$ cat config.mk
export PLATFORM = sky130hd
export DESIGN_NAME = rob_top
export DESIGN_NICKNAME = d
export VERILOG_FILES = /design/src/verilog/rob_pkg.sv /design/src/verilog/rob_dispatch.sv /design/src/verilog/rob_entry_table.sv /design/src/verilog/rob_retire.sv /design/src/verilog/rob_top.sv
export SDC_FILE = /design/constraint.sdc
export NUM_CORES = 1
export LEC_CHECK = 0
export ABC_AREA = 0
export BUFFER_PORTS_ARGS = -buffer_cell sky130_fd_sc_hd__buf_4
export CAP_MARGIN = 20
export CORE_MARGIN = 1
export CORE_UTILIZATION = 30
export DETAILED_ROUTE_END_ITERATION = 7
export SYNTH_ARGS = -nofsm -noshare
export SYNTH_HDL_FRONTEND = slang
export SYNTH_SLANG_ARGS = --single-unit
$ cat constraint.sdc
create_clock -name clock -period 8.7 [get_ports clock]
set_clock_uncertainty 0.05 [all_clocks]
set_input_delay 0.87 -clock clock [delete_from_list [all_inputs] [get_ports clock]]
set_output_delay 0.87 -clock clock [all_outputs]
set_load 0.05 [all_outputs]
$ cat src/verilog/rob_pkg.sv
// Reorder buffer shared definitions
// Sizes, tag types and the retire count encoding used by every block
// of the two-wide reorder buffer.

package rob_pkg;

	//////////////////////////////////////////////////////////////////////
	// sizes
	//////////////////////////////////////////////////////////////////////

	localparam int ROB_DEPTH = 16;     // entries in the buffer
	localparam int ROB_IDX_W = 4;      // log2 of depth
	localparam int PR_TAG_W  = 7;      // physical register tag
	localparam int AR_W      = 5;      // architectural register index
	localparam int CDB_PORTS = 6;      // result broadcast ports

	//////////////////////////////////////////////////////////////////////
	// types
	//////////////////////////////////////////////////////////////////////

	typedef logic [ROB_IDX_W-1:0] rob_idx_t;
	typedef logic [ROB_IDX_W:0]   rob_count_t;   // 0 to ROB_DEPTH
	typedef logic [PR_TAG_W-1:0]  pr_tag_t;
	typedef logic [AR_W-1:0]      ar_idx_t;

	// all ones, never handed out by the free list
	localparam pr_tag_t NO_TAG = '1;

	// doubles as the retire count seen by the rest of the core
	typedef enum logic [1:0]
	{
		RETIRE_NONE = 2'd0,
		RETIRE_ONE  = 2'd1,
		RETIRE_TWO  = 2'd2
	} retire_mode_t;

endpackage

$ cat src/verilog/rob_dispatch.sv
// Reorder buffer dispatch side
// Keeps the tail pointer and the occupancy count, turns the dispatch
// count into slot write strobes and reports free capacity to decode.

`timescale 1ns/1ps

module rob_dispatch
	import rob_pkg::*;
(
	input  logic         clock,
	input  logic         reset,
	input  logic [1:0]   dispatch_num,
	input  retire_mode_t retire_num,
	output logic [1:0]   dispatch_cap,
	output rob_idx_t     tail,
	output logic         write_en0,
	output logic         write_en1
);

	rob_count_t count;          // valid entries in the buffer
	rob_count_t free_slots;
	rob_count_t count_next;
	rob_idx_t   tail_next;

	//////////////////////////////////////////////////////////////////////
	// strobes and capacity
	//////////////////////////////////////////////////////////////////////

	assign write_en0 = (dispatch_num != 2'd0);   // slot 0 used for 1 or 2
	assign write_en1 = (dispatch_num == 2'd2);   // slot 1 only when 2

	assign free_slots = rob_count_t'(ROB_DEPTH) - count;

	always_comb
	begin
		if (free_slots >= rob_count_t'(2))
			dispatch_cap = 2'd2;
		else
			dispatch_cap = free_slots[1:0];          // 1 or 0 here
	end

	// dispatched minus retired, both at the same edge
	assign count_next = count + rob_count_t'(dispatch_num)
		- rob_count_t'(retire_num);

	// depth is a power of two, so the index width does the wrap
	assign tail_next = tail + rob_idx_t'(dispatch_num);

	//////////////////////////////////////////////////////////////////////
	// state
	//////////////////////////////////////////////////////////////////////

	always_ff @(posedge clock)
	begin
		if (reset)
		begin
			tail  <= '0;
			count <= '0;
		end
		else
		begin
			tail  <= tail_next;
			count <= count_next;
		end
	end

	// decode must respect the capacity it was given this cycle
	assert property (@(posedge clock) disable iff (reset)
		dispatch_num <= dispatch_cap)
		else $error("dispatch of %0d with only %0d free", dispatch_num, dispatch_cap);

	assert property (@(posedge clock) disable iff (reset)
		dispatch_num != 2'd3)
		else $error("dispatch count of 3 is illegal");

endmodule

$ cat src/verilog/rob_entry_table.sv
// Reorder buffer entry storage
// Writes new entries at the tail, marks entries complete from the
// result broadcast ports, frees retired entries and presents the
// two entries at the head to the retire logic.

`timescale 1ns/1ps

module rob_entry_table
	import rob_pkg::*;
(
	input  logic                 clock,
	input  logic                 reset,
	input  rob_idx_t             tail,
	input  logic                 write_en0,
	input  logic                 write_en1,
	input  rob_idx_t             head,
	input  retire_mode_t         retire_num,
	input  pr_tag_t              pr_tag0,
	input  pr_tag_t              pr_tag1,
	input  ar_idx_t              dest_ar0,
	input  ar_idx_t              dest_ar1,
	input  logic                 valid_inst0,
	input  logic                 valid_inst1,
	input  logic                 halt0,
	input  logic                 halt1,
	input  logic                 wr_mem0,
	input  logic                 wr_mem1,
	input  logic [CDB_PORTS-1:0] cdb_valid,
	input  pr_tag_t              cdb_tag [CDB_PORTS],
	input  logic [CDB_PORTS-1:0] cdb_exception,
	output logic                 head_ready0,
	output logic                 head_ready1,
	output logic                 head_exception0,
	output logic                 head_exception1,
	output logic                 head_wr_mem0,
	output logic                 head_wr_mem1,
	output logic                 head_halt0,
	output logic                 head_halt1,
	output ar_idx_t              head_ar0,
	output ar_idx_t              head_ar1,
	output pr_tag_t              head_tag0,
	output pr_tag_t              head_tag1
);

	logic [ROB_DEPTH-1:0] entry_valid;
	logic [ROB_DEPTH-1:0] entry_ready;
	logic [ROB_DEPTH-1:0] entry_exc;
	logic [ROB_DEPTH-1:0] entry_wr_mem;
	logic [ROB_DEPTH-1:0] entry_halt;
	ar_idx_t              entry_ar  [ROB_DEPTH];
	pr_tag_t              entry_tag [ROB_DEPTH];

	logic [ROB_DEPTH-1:0] port_match [CDB_PORTS];
	logic [ROB_DEPTH-1:0] cdb_hit;
	logic [ROB_DEPTH-1:0] cdb_exc;

	rob_idx_t tail_plus_one;
	rob_idx_t head_plus_one;
	logic     free0;
	logic     free1;

	assign tail_plus_one = tail + rob_idx_t'(1);
	assign head_plus_one = head + rob_idx_t'(1);
	assign free0 = (retire_num != RETIRE_NONE);
	assign free1 = (retire_num == RETIRE_TWO);

	//////////////////////////////////////////////////////////////////////
	// result broadcast match
	//////////////////////////////////////////////////////////////////////

	always_comb
	begin
		for (int p = 0; p < CDB_PORTS; p++)
		begin
			for (int i = 0; i < ROB_DEPTH; i++)
			begin
				port_match[p][i] = cdb_valid[p] && entry_valid[i]
					&& (cdb_tag[p] == entry_tag[i]);
			end
		end
	end

	// fold the ports down to one hit and one exception per entry
	always_comb
	begin
		for (int i = 0; i < ROB_DEPTH; i++)
		begin
			cdb_hit[i] = 1'b0;
			cdb_exc[i] = 1'b0;
			for (int p = 0; p < CDB_PORTS; p++)
			begin
				if (port_match[p][i])
				begin
					cdb_hit[i] = 1'b1;
					cdb_exc[i] = cdb_exc[i] | cdb_exception[p];
				end
			end
		end
	end

	//////////////////////////////////////////////////////////////////////
	// entry state
	//////////////////////////////////////////////////////////////////////

	always_ff @(posedge clock)
	begin
		if (reset)
		begin
			entry_valid  <= '0;
			entry_ready  <= '0;
			entry_exc    <= '0;
			entry_wr_mem <= '0;
			entry_halt   <= '0;
			for (int i = 0; i < ROB_DEPTH; i++)
				entry_tag[i] <= NO_TAG;
		end
		else
		begin
			for (int i = 0; i < ROB_DEPTH; i++)
			begin
				if (cdb_hit[i])
				begin
					entry_ready[i] <= 1'b1;
					entry_exc[i]   <= cdb_exc[i];
				end
				// retired entries drop out; never overlaps a write slot
				if ((free0 && rob_idx_t'(i) == head) || (free1 && rob_idx_t'(i) == head_plus_one))
				begin
					entry_valid[i] <= 1'b0;
					entry_ready[i] <= 1'b0;
					entry_exc[i]   <= 1'b0;
					entry_tag[i]   <= NO_TAG;
				end
				if (write_en0 && rob_idx_t'(i) == tail)
				begin
					entry_valid[i]  <= 1'b1;
					entry_ready[i]  <= halt0 | ~valid_inst0;   // nothing to wait for
					entry_exc[i]    <= 1'b0;
					entry_wr_mem[i] <= wr_mem0;
					entry_halt[i]   <= halt0;
					entry_tag[i]    <= pr_tag0;
				end
				if (write_en1 && rob_idx_t'(i) == tail_plus_one)
				begin
					entry_valid[i]  <= 1'b1;
					entry_ready[i]  <= halt1 | ~valid_inst1;
					entry_exc[i]    <= 1'b0;
					entry_wr_mem[i] <= wr_mem1;
					entry_halt[i]   <= halt1;
					entry_tag[i]    <= pr_tag1;
				end
			end
		end
	end

	// register index is payload only
	always_ff @(posedge clock)
	begin
		if (write_en0)
			entry_ar[tail] <= dest_ar0;
		if (write_en1)
			entry_ar[tail_plus_one] <= dest_ar1;
	end

	//////////////////////////////////////////////////////////////////////
	// head pair view
	//////////////////////////////////////////////////////////////////////

	assign head_ready0     = entry_ready[head];
	assign head_ready1     = entry_ready[head_plus_one];
	assign head_exception0 = entry_exc[head];
	assign head_exception1 = entry_exc[head_plus_one];
	assign head_wr_mem0    = entry_wr_mem[head];
	assign head_wr_mem1    = entry_wr_mem[head_plus_one];
	assign head_halt0      = entry_halt[head];
	assign head_halt1      = entry_halt[head_plus_one];
	assign head_ar0        = entry_ar[head];
	assign head_ar1        = entry_ar[head_plus_one];
	assign head_tag0       = entry_tag[head];
	assign head_tag1       = entry_tag[head_plus_one];

	// the free list must never hand out a tag that is still in flight
	for (genvar p = 0; p < CDB_PORTS; p++)
	begin : g_match_chk
		assert property (@(posedge clock) disable iff (reset)
			$onehot0(port_match[p]))
			else $error("broadcast port %0d tag hits several entries", p);
	end

endmodule

$ cat src/verilog/rob_retire.sv
// Reorder buffer retire side
// Applies the two-wide in-order retire rule to the head pair, drives
// the retire outputs and advances the head pointer.

`timescale 1ns/1ps

module rob_retire
	import rob_pkg::*;
(
	input  logic         clock,
	input  logic         reset,
	input  logic         head_ready0,
	input  logic         head_ready1,
	input  logic         head_exception0,
	input  logic         head_exception1,
	input  logic         head_wr_mem0,
	input  logic         head_wr_mem1,
	input  logic         head_halt0,
	input  logic         head_halt1,
	input  ar_idx_t      head_ar0,
	input  ar_idx_t      head_ar1,
	input  pr_tag_t      head_tag0,
	input  pr_tag_t      head_tag1,
	output rob_idx_t     head,
	output retire_mode_t retire_num,
	output ar_idx_t      retire_ar_a,
	output ar_idx_t      retire_ar_b,
	output pr_tag_t      retire_tag_a,
	output pr_tag_t      retire_tag_b,
	output logic         retire_wr_mem_a,
	output logic         retire_wr_mem_b,
	output logic         retire_exception,
	output logic         retire_halt
);

	logic pair_ok;      // second entry may go with the first
	logic take0;
	logic take1;

	//////////////////////////////////////////////////////////////////////
	// retire rule
	//////////////////////////////////////////////////////////////////////

	// only one store per cycle toward the store queue
	assign pair_ok = head_ready1 & ~head_exception0 & ~(head_wr_mem0 & head_wr_mem1);

	always_comb
	begin
		if (head_ready0 && pair_ok)
			retire_num = RETIRE_TWO;
		else if (head_ready0)
			retire_num = RETIRE_ONE;
		else
			retire_num = RETIRE_NONE;
	end

	assign take0 = (retire_num != RETIRE_NONE);
	assign take1 = (retire_num == RETIRE_TWO);

	assign retire_ar_a     = head_ar0;
	assign retire_ar_b     = head_ar1;
	assign retire_tag_a    = head_tag0;
	assign retire_tag_b    = head_tag1;
	assign retire_wr_mem_a = head_wr_mem0 & take0;   // qualified for the store queue
	assign retire_wr_mem_b = head_wr_mem1 & take1;

	assign retire_exception = (take0 & head_exception0) | (take1 & head_exception1);
	assign retire_halt      = (take0 & head_halt0) | (take1 & head_halt1);

	//////////////////////////////////////////////////////////////////////
	// head pointer
	//////////////////////////////////////////////////////////////////////

	always_ff @(posedge clock)
	begin
		if (reset)
			head <= '0;
		else
			head <= head + rob_idx_t'(retire_num);   // wraps at depth
	end

endmodule

$ cat src/verilog/rob_top.sv
// Two-wide reorder buffer
// Connects dispatch, entry storage and retire into one block with
// loose dispatch, broadcast and retire ports.

`timescale 1ns/1ps

module rob_top
	import rob_pkg::*;
(
	input  logic                 clock,
	input  logic                 reset,
	input  logic [1:0]           dispatch_num,
	input  pr_tag_t              pr_tag0,
	input  pr_tag_t              pr_tag1,
	input  ar_idx_t              dest_ar0,
	input  ar_idx_t              dest_ar1,
	input  logic                 valid_inst0,
	input  logic                 valid_inst1,
	input  logic                 halt0,
	input  logic                 halt1,
	input  logic                 wr_mem0,
	input  logic                 wr_mem1,
	input  logic [CDB_PORTS-1:0] cdb_valid,
	input  pr_tag_t              cdb_tag [CDB_PORTS],
	input  logic [CDB_PORTS-1:0] cdb_exception,
	output logic [1:0]           dispatch_cap,
	output retire_mode_t         retire_num,
	output ar_idx_t              retire_ar_a,
	output ar_idx_t              retire_ar_b,
	output pr_tag_t              retire_tag_a,
	output pr_tag_t              retire_tag_b,
	output logic                 retire_wr_mem_a,
	output logic                 retire_wr_mem_b,
	output logic                 retire_exception,
	output logic                 retire_halt
);

	rob_idx_t tail;
	rob_idx_t head;
	logic     write_en0;
	logic     write_en1;

	// head pair from storage to retire
	logic    head_ready0;
	logic    head_ready1;
	logic    head_exception0;
	logic    head_exception1;
	logic    head_wr_mem0;
	logic    head_wr_mem1;
	logic    head_halt0;
	logic    head_halt1;
	ar_idx_t head_ar0;
	ar_idx_t head_ar1;
	pr_tag_t head_tag0;
	pr_tag_t head_tag1;

	rob_dispatch u_dispatch
	(
		.clock        (clock),
		.reset        (reset),
		.dispatch_num (dispatch_num),
		.retire_num   (retire_num),
		.dispatch_cap (dispatch_cap),
		.tail         (tail),
		.write_en0    (write_en0),
		.write_en1    (write_en1)
	);

	rob_entry_table u_entry_table
	(
		.clock           (clock),
		.reset           (reset),
		.tail            (tail),
		.write_en0       (write_en0),
		.write_en1       (write_en1),
		.head            (head),
		.retire_num      (retire_num),
		.pr_tag0         (pr_tag0),
		.pr_tag1         (pr_tag1),
		.dest_ar0        (dest_ar0),
		.dest_ar1        (dest_ar1),
		.valid_inst0     (valid_inst0),
		.valid_inst1     (valid_inst1),
		.halt0           (halt0),
		.halt1           (halt1),
		.wr_mem0         (wr_mem0),
		.wr_mem1         (wr_mem1),
		.cdb_valid       (cdb_valid),
		.cdb_tag         (cdb_tag),
		.cdb_exception   (cdb_exception),
		.head_ready0     (head_ready0),
		.head_ready1     (head_ready1),
		.head_exception0 (head_exception0),
		.head_exception1 (head_exception1),
		.head_wr_mem0    (head_wr_mem0),
		.head_wr_mem1    (head_wr_mem1),
		.head_halt0      (head_halt0),
		.head_halt1      (head_halt1),
		.head_ar0        (head_ar0),
		.head_ar1        (head_ar1),
		.head_tag0       (head_tag0),
		.head_tag1       (head_tag1)
	);

	rob_retire u_retire
	(
		.clock            (clock),
		.reset            (reset),
		.head_ready0      (head_ready0),
		.head_ready1      (head_ready1),
		.head_exception0  (head_exception0),
		.head_exception1  (head_exception1),
		.head_wr_mem0     (head_wr_mem0),
		.head_wr_mem1     (head_wr_mem1),
		.head_halt0       (head_halt0),
		.head_halt1       (head_halt1),
		.head_ar0         (head_ar0),
		.head_ar1         (head_ar1),
		.head_tag0        (head_tag0),
		.head_tag1        (head_tag1),
		.head             (head),
		.retire_num       (retire_num),
		.retire_ar_a      (retire_ar_a),
		.retire_ar_b      (retire_ar_b),
		.retire_tag_a     (retire_tag_a),
		.retire_tag_b     (retire_tag_b),
		.retire_wr_mem_a  (retire_wr_mem_a),
		.retire_wr_mem_b  (retire_wr_mem_b),
		.retire_exception (retire_exception),
		.retire_halt      (retire_halt)
	);

endmodule

==> results.md, run 1 <==
- Crit Reg-Reg Startpoint: u_retire.head[1]
- Hpwl dp: 78000 um
- Hold_buf cts: 0
- CTS resizes: 0
- Met3 routed WL: 15400 um
- Fmax: 0.167 GHz
- Period utilization: 69.0%
- CTS tree: yes
- Fin nets: 2613
- Root Driver: clkbuf_16
- Largest net degree at the start of global routing: 65
- Register area share after synthesis: 29.7%
- Placer Congestion: 0.996
- Worst-path clk slew: 0.06 ns
- Final Core Density: 33.2%
- Via count: 23100
- Total congestion overflow: 0
- Synthesized flop and latch total: 285
- Metal2 WL: 49900 um
- Drt total wl: 116000 um
- Mapped Area: 0.0257 mm2
- Total GRT Usage: 26.2%
- Total Negative Setup Slacks: 0 ns
- Syn_area_per_cell: 9.66 um2
- Area of the multi-input gates: 0.0167 mm2
- PwrDens: 164 mW/mm2
- DR iter-0 viols: 3668
- Initial Util: 30.5%
- Status: complete, no violations
- H-tree depth: 1
- Site Rows: 106
- Commonest non-fill, non-tap cell in the layout: xnor2_1
- Met1 WL: 43500 um
- Uppermost layer routed: met5
- Via count of the first global-routing pass: 21600
- Startpoint type of the worst setup path: flip-flop
- Clock Latency Late Sink: 0.62 ns
- Arr. time, crit path: 5.08 ns
- Hold Path Origin: u_entry_table.entry_halt[7]
- DIE AREA: 0.0868 mm2
- Clock buffer count from CTS: 30
- Synth Instances: 2660
- Reg area: 0.00764 mm2
- CP endpoint kind: output port
- Commonest non-fill, non-tap cells in the layout: xnor2_1 (438), nand2_1 (253), xor2_1 (244)
- IO Port Bufs: 119
- CTS max path bufs: 3
- Post-DRT Antenna Nets: 0
- Hold Crit Class: reg -> reg
- Final Hold Vio Count: 0
- Syn. warnings: 0
- Max_slew headroom: 27.0%
- Source of the critical timing path: u_retire.head[1]
- Area Overhead vs Synth: 8.80%
- DRC Markers: 0
- Static Leakage: 7.91 nW
- Share of cells above drive strength 1: 16.5%
- Fin. max-slew vios: 0
- Worst Max-Slew Pin Slew: 1.09 ns
- Fraction of registers with async set/reset: 0%
- Layout fillers: 8494
- First-pass GRT wire length: 164000 um
- Die width: 295 um
- CTS Sinks: 285
- Syn_nets: 2771
- Tmin final: 6.00 ns
- Final setup fails: 0
- Unique masters post-synth: 71
- Initial antenna violation count: 8
- # IOs: 120
- CP required: 7.78 ns
- Vias/cell: 6.30
- Post CTS Setup Buffer Count: 0
- Unrepaired setup endpoints after global routing: false
- EDFF count, synth: 192
- Critical path type: reg -> out
- Peak supply drop: 0.000169 V
- Max Cap Viol: 0
- Die H: 295 um
- Ys flop type: edfxtp_1
- Crit Path Max Fanout: 64
- DRT Pass-1 Iters: 5
- Hold_ws: 0.423 ns
- Core ar.: 0.0842 mm2
- Wire length per cell: 31.7 um
==> critical path, cell delays in order, from the launching register on <==
cell     delay (ns)
dfxtp_4        0.77
inv_1          0.24
ha_4           1.03
mux4_2         0.61
mux2i_1        0.15
mux2_2         0.22
or2_2          0.12
nand3_1        0.50
nor2_1         0.53
buf_4          0.28
==> path summary, 6_finish.rpt <==
path,slack [ns],cells after the start,end
setup reg to reg,2.91,15,u_dispatch.count[4]
hold reg to reg,0.42,2,u_entry_table.entry_halt[7]
setup / recovery,2.70,9,retire_wr_mem_b
hold / removal,0.42,2,u_entry_table.entry_halt[7]
==> per-stage QoR <==
step	worst slack, ns	instance area, um2	instances	total power, mW
finish	2.70	28000	3664	4.58
global route	2.38	28000	3660	4.72
global placement	3.00	26900	3603	3.25
detailed placement	2.91	26900	3603	3.25
floorplan	2.81	25700	2660	2.77
CTS	2.68	27900	3659	4.55
==> sequential cells by signal (all words and copies together), names as in the netlist <==
| register | flops |
|---|---|
| u_entry_table.entry_exc | 16 |
| u_entry_table.entry_ar | 80 |
| u_entry_table.entry_wr_mem | 16 |
| u_entry_table.entry_valid | 16 |
| u_dispatch.count | 5 |
| u_entry_table.entry_tag | 112 |
| u_retire.head | 4 |
| u_entry_table.entry_ready | 16 |
| u_entry_table.entry_halt | 16 |
| u_dispatch.tail | 4 |
==> per-layer routing <==
metal / track usage, % / vias to the layer above
met5: 0 / -
met4: 14.4 / 10
met3: 7.53 / 395
met2: 39.1 / 1894
met1: 33.8 / 11500
li1: - / 9314
==> report_power, final <==
part / internal (mW) / switching, mW / total, mW
clock network: 0.723 / 0.604 / 1.33
registers: 1.51 / 0.125 / 1.64
logic: 0.639 / 0.981 / 1.62
total: 2.87 / 1.71 / 4.58
==> synthesized netlist by cell type, drive strengths merged, types with 51 or more instances <==
| cell | n | share of area [%] |
|---|---|---|
| nand2 | 253 | 3.7 |
| clkbuf | 229 | 3.3 |
| buf | 102 | 1.6 |
| nand3 | 114 | 2.2 |
| mux4 | 153 | 13 |
| nand4 | 94 | 2.3 |
| dfxtp | 93 | 7.2 |
| xor2 | 245 | 8.3 |
| edfxtp | 192 | 22 |
| nor2 | 97 | 1.4 |
| nor4 | 95 | 2.3 |
| mux2 | 51 | 2.2 |
| xnor2 | 440 | 15 |
| o22a | 100 | 3.4 |
==> cell families after synthesis <==
| family | count (synthesis) | share of synthesized area (%) |
|---|---|---|
| fa+ha+maj | 23 | 1.24 |
| xor+xnor | 685 | 23.4 |
| mux | 211 | 15.9 |
| simple gates | 765 | 14.8 |
| buf+inv | 373 | 5.59 |
| flops | 285 | 29.7 |
| compound gates | 318 | 9.37 |
==> cell type report <==
class / count / area share [%]
tap: 1134 / 5.07
sequential: 285 / 27.3
multi-input combinational: 2002 / 59.6
timing repair buffer: 141 / 3.86
inverter: 42 / 0.564
clock buffer: 43 / 3.08
antenna: 4 / 0.0358
clock inverter: 13 / 0.443
(Power assumes the default switching activity.)
==> inputs of run 2 (changes only) <==
==> constraint.sdc (replaced) <==
create_clock -name clock -period 5.75 [get_ports clock]
set_clock_uncertainty 0.05 [all_clocks]
set_input_delay 0.575 -clock clock [delete_from_list [all_inputs] [get_ports clock]]
set_output_delay 0.575 -clock clock [all_outputs]
set_load 0.05 [all_outputs]
==> results.md, run 2 (synthesized netlist as in run 1, its figures left out) <==
- Status: complete, no violations
- Post-DRT Antenna Nets: 0
- Share of cells above drive strength 1: 17.3%
- Top reg by flops: u_entry_table.entry_tag
- Clock buffer count from CTS: 34
- Via count: 23300
- Clock Latency Late Sink: 0.58 ns
- Max incr delay on CP: 0.52 ns
- CP required: 5.12 ns
- DR iter-0 viols: 4180
- Hold Crit Class: in -> reg
- CTS resizes: 0
- Number of flip-flops in the largest register: 112
- Largest registers: u_entry_table.entry_tag x112, u_entry_table.entry_ar x80
- Worst-path clk slew: 0.06 ns
- IO Port Bufs: 119
- Vias/cell: 6.32
- Static Leakage: 8.02 nW
- Die H: 295 um
- Hold_buf cts: 0
- Crit Path Max Fanout: 33
- Final setup fails: 0
- Die width: 295 um
- DP Cell Count: 3619
- Fmax: 0.227 GHz
- DRC Markers: 0
- CP most frequent cell: buf_4
- Hpwl dp: 81000 um
- Total congestion overflow: 0
- Design Power: 7.15 mW
- Area of the multi-input gates: 0.0167 mm2
- Wire length per cell: 32.4 um
- Tmin final: 4.41 ns
- PwrDens: 254 mW/mm2
- Total Negative Setup Slacks: 0 ns
- Largest net degree at the start of global routing: 59
- Hold_ws: 0.347 ns
- Initial Util: 30.5%
- Commonest non-fill, non-tap cell in the layout: xnor2_1
- Crit Reg-Reg Startpoint: u_retire.head[0]
- Arr. time, crit path: 3.78 ns
- Critical-path cell list: buf_4 > and3_1 > xor2_4 > nor3_1 > nor4b_1 > nand3_1 > buf_4 > nor2_1 > buf_4
- Fin nets: 2632
- Max_slew headroom: 23.7%
- Worst setup margin: 1.34 ns
- First-pass GRT wire length: 167000 um
- Placement Setup Slack: 1.33 ns
- Final Hold Vio Count: 0
- CTS tree: yes
- Source of the critical timing path: u_retire.head[1]
- # IOs: 120
- Max Cap Viol: 0
- Placer Congestion: 1.03
- CTS Sinks: 285
- Via count of the first global-routing pass: 21700
- Layout fillers: 8530
- Worst Max-Slew Pin Slew: 1.14 ns
- Site Rows: 106
- CP endpoint kind: output port
- CTS max path bufs: 3
- CP max-delay cell: xor2_4
- Post CTS Setup Buffer Count: 0
- Fin. max-slew vios: 0
- Initial antenna violation count: 8
- H-tree depth: 2
- Period utilization: 76.7%
- Cell area after placement: 0.0271 mm2
- Core ar.: 0.0842 mm2
- Hold Path Origin: halt0
- Commonest non-fill, non-tap cells in the layout: xnor2_1 (438), nand2_1 (253), xor2_1 (244)
- Startpoint type of the worst setup path: flip-flop
- Unrepaired setup endpoints after global routing: false
- Reg area: 0.00764 mm2
- DIE AREA: 0.0868 mm2
- Final Instance Area: 0.0281 mm2
- Drt total wl: 119000 um
- Peak supply drop: 0.000176 V
- Total GRT Usage: 26.8%
- Non-filler instance count after layout: 3683
- Area Overhead vs Synth: 9.52%
- Final Core Density: 33.4%
- Root Driver: clkbuf_16
- DRT Pass-1 Iters: 6
- Critical path type: reg -> out
## run 2: worst paths after layout
path / endpoint / slack (ns) / cells past startpoint
setup / recovery: retire_wr_mem_b / 1.34 / 9
setup reg to reg: u_dispatch.count[4] / 1.35 / 18
hold / removal: u_entry_table.entry_halt[4] / 0.35 / 3
hold reg to reg: u_entry_table.entry_halt[5] / 0.43 / 2
## run 2: power breakdown
group | leakage [nW] | switching (mW) | internal [mW]
logic | 5.22 | 1.55 | 0.977
clock network | 0.529 | 0.975 | 1.20
registers | 2.27 | 0.160 | 2.29
## run 2: per-layer routing
layer	vias to the layer above	track usage [%]	share of wire [%]
met5	-	0	0.056
met1	11400	34.2	37
met3	491	10.2	15
met2	2047	38.6	41
li1	9351	-	-
met4	14	15.0	6.6
## run 2: critical path, delay by kind of cell (launching register included)
kind / cells / cell delay [ns]
xor gates and xnor gates: 1 / 0.52
buffers and inverters: 3 / 0.97
DFF: 1 / 0.35
and+or+nand+nor: 5 / 1.36
## run 2: cell type report
| cell class | count | area share (%) |
|---|---|---|
| clock buffer | 41 | 3.26 |
| clock inverter | 21 | 0.582 |
| timing repair buffer | 156 | 4.16 |
| multi-input combinational | 2002 | 59.2 |
| inverter | 42 | 0.560 |
| sequential | 285 | 27.1 |
| antenna | 2 | 0.0178 |
| tap | 1134 | 5.04 |
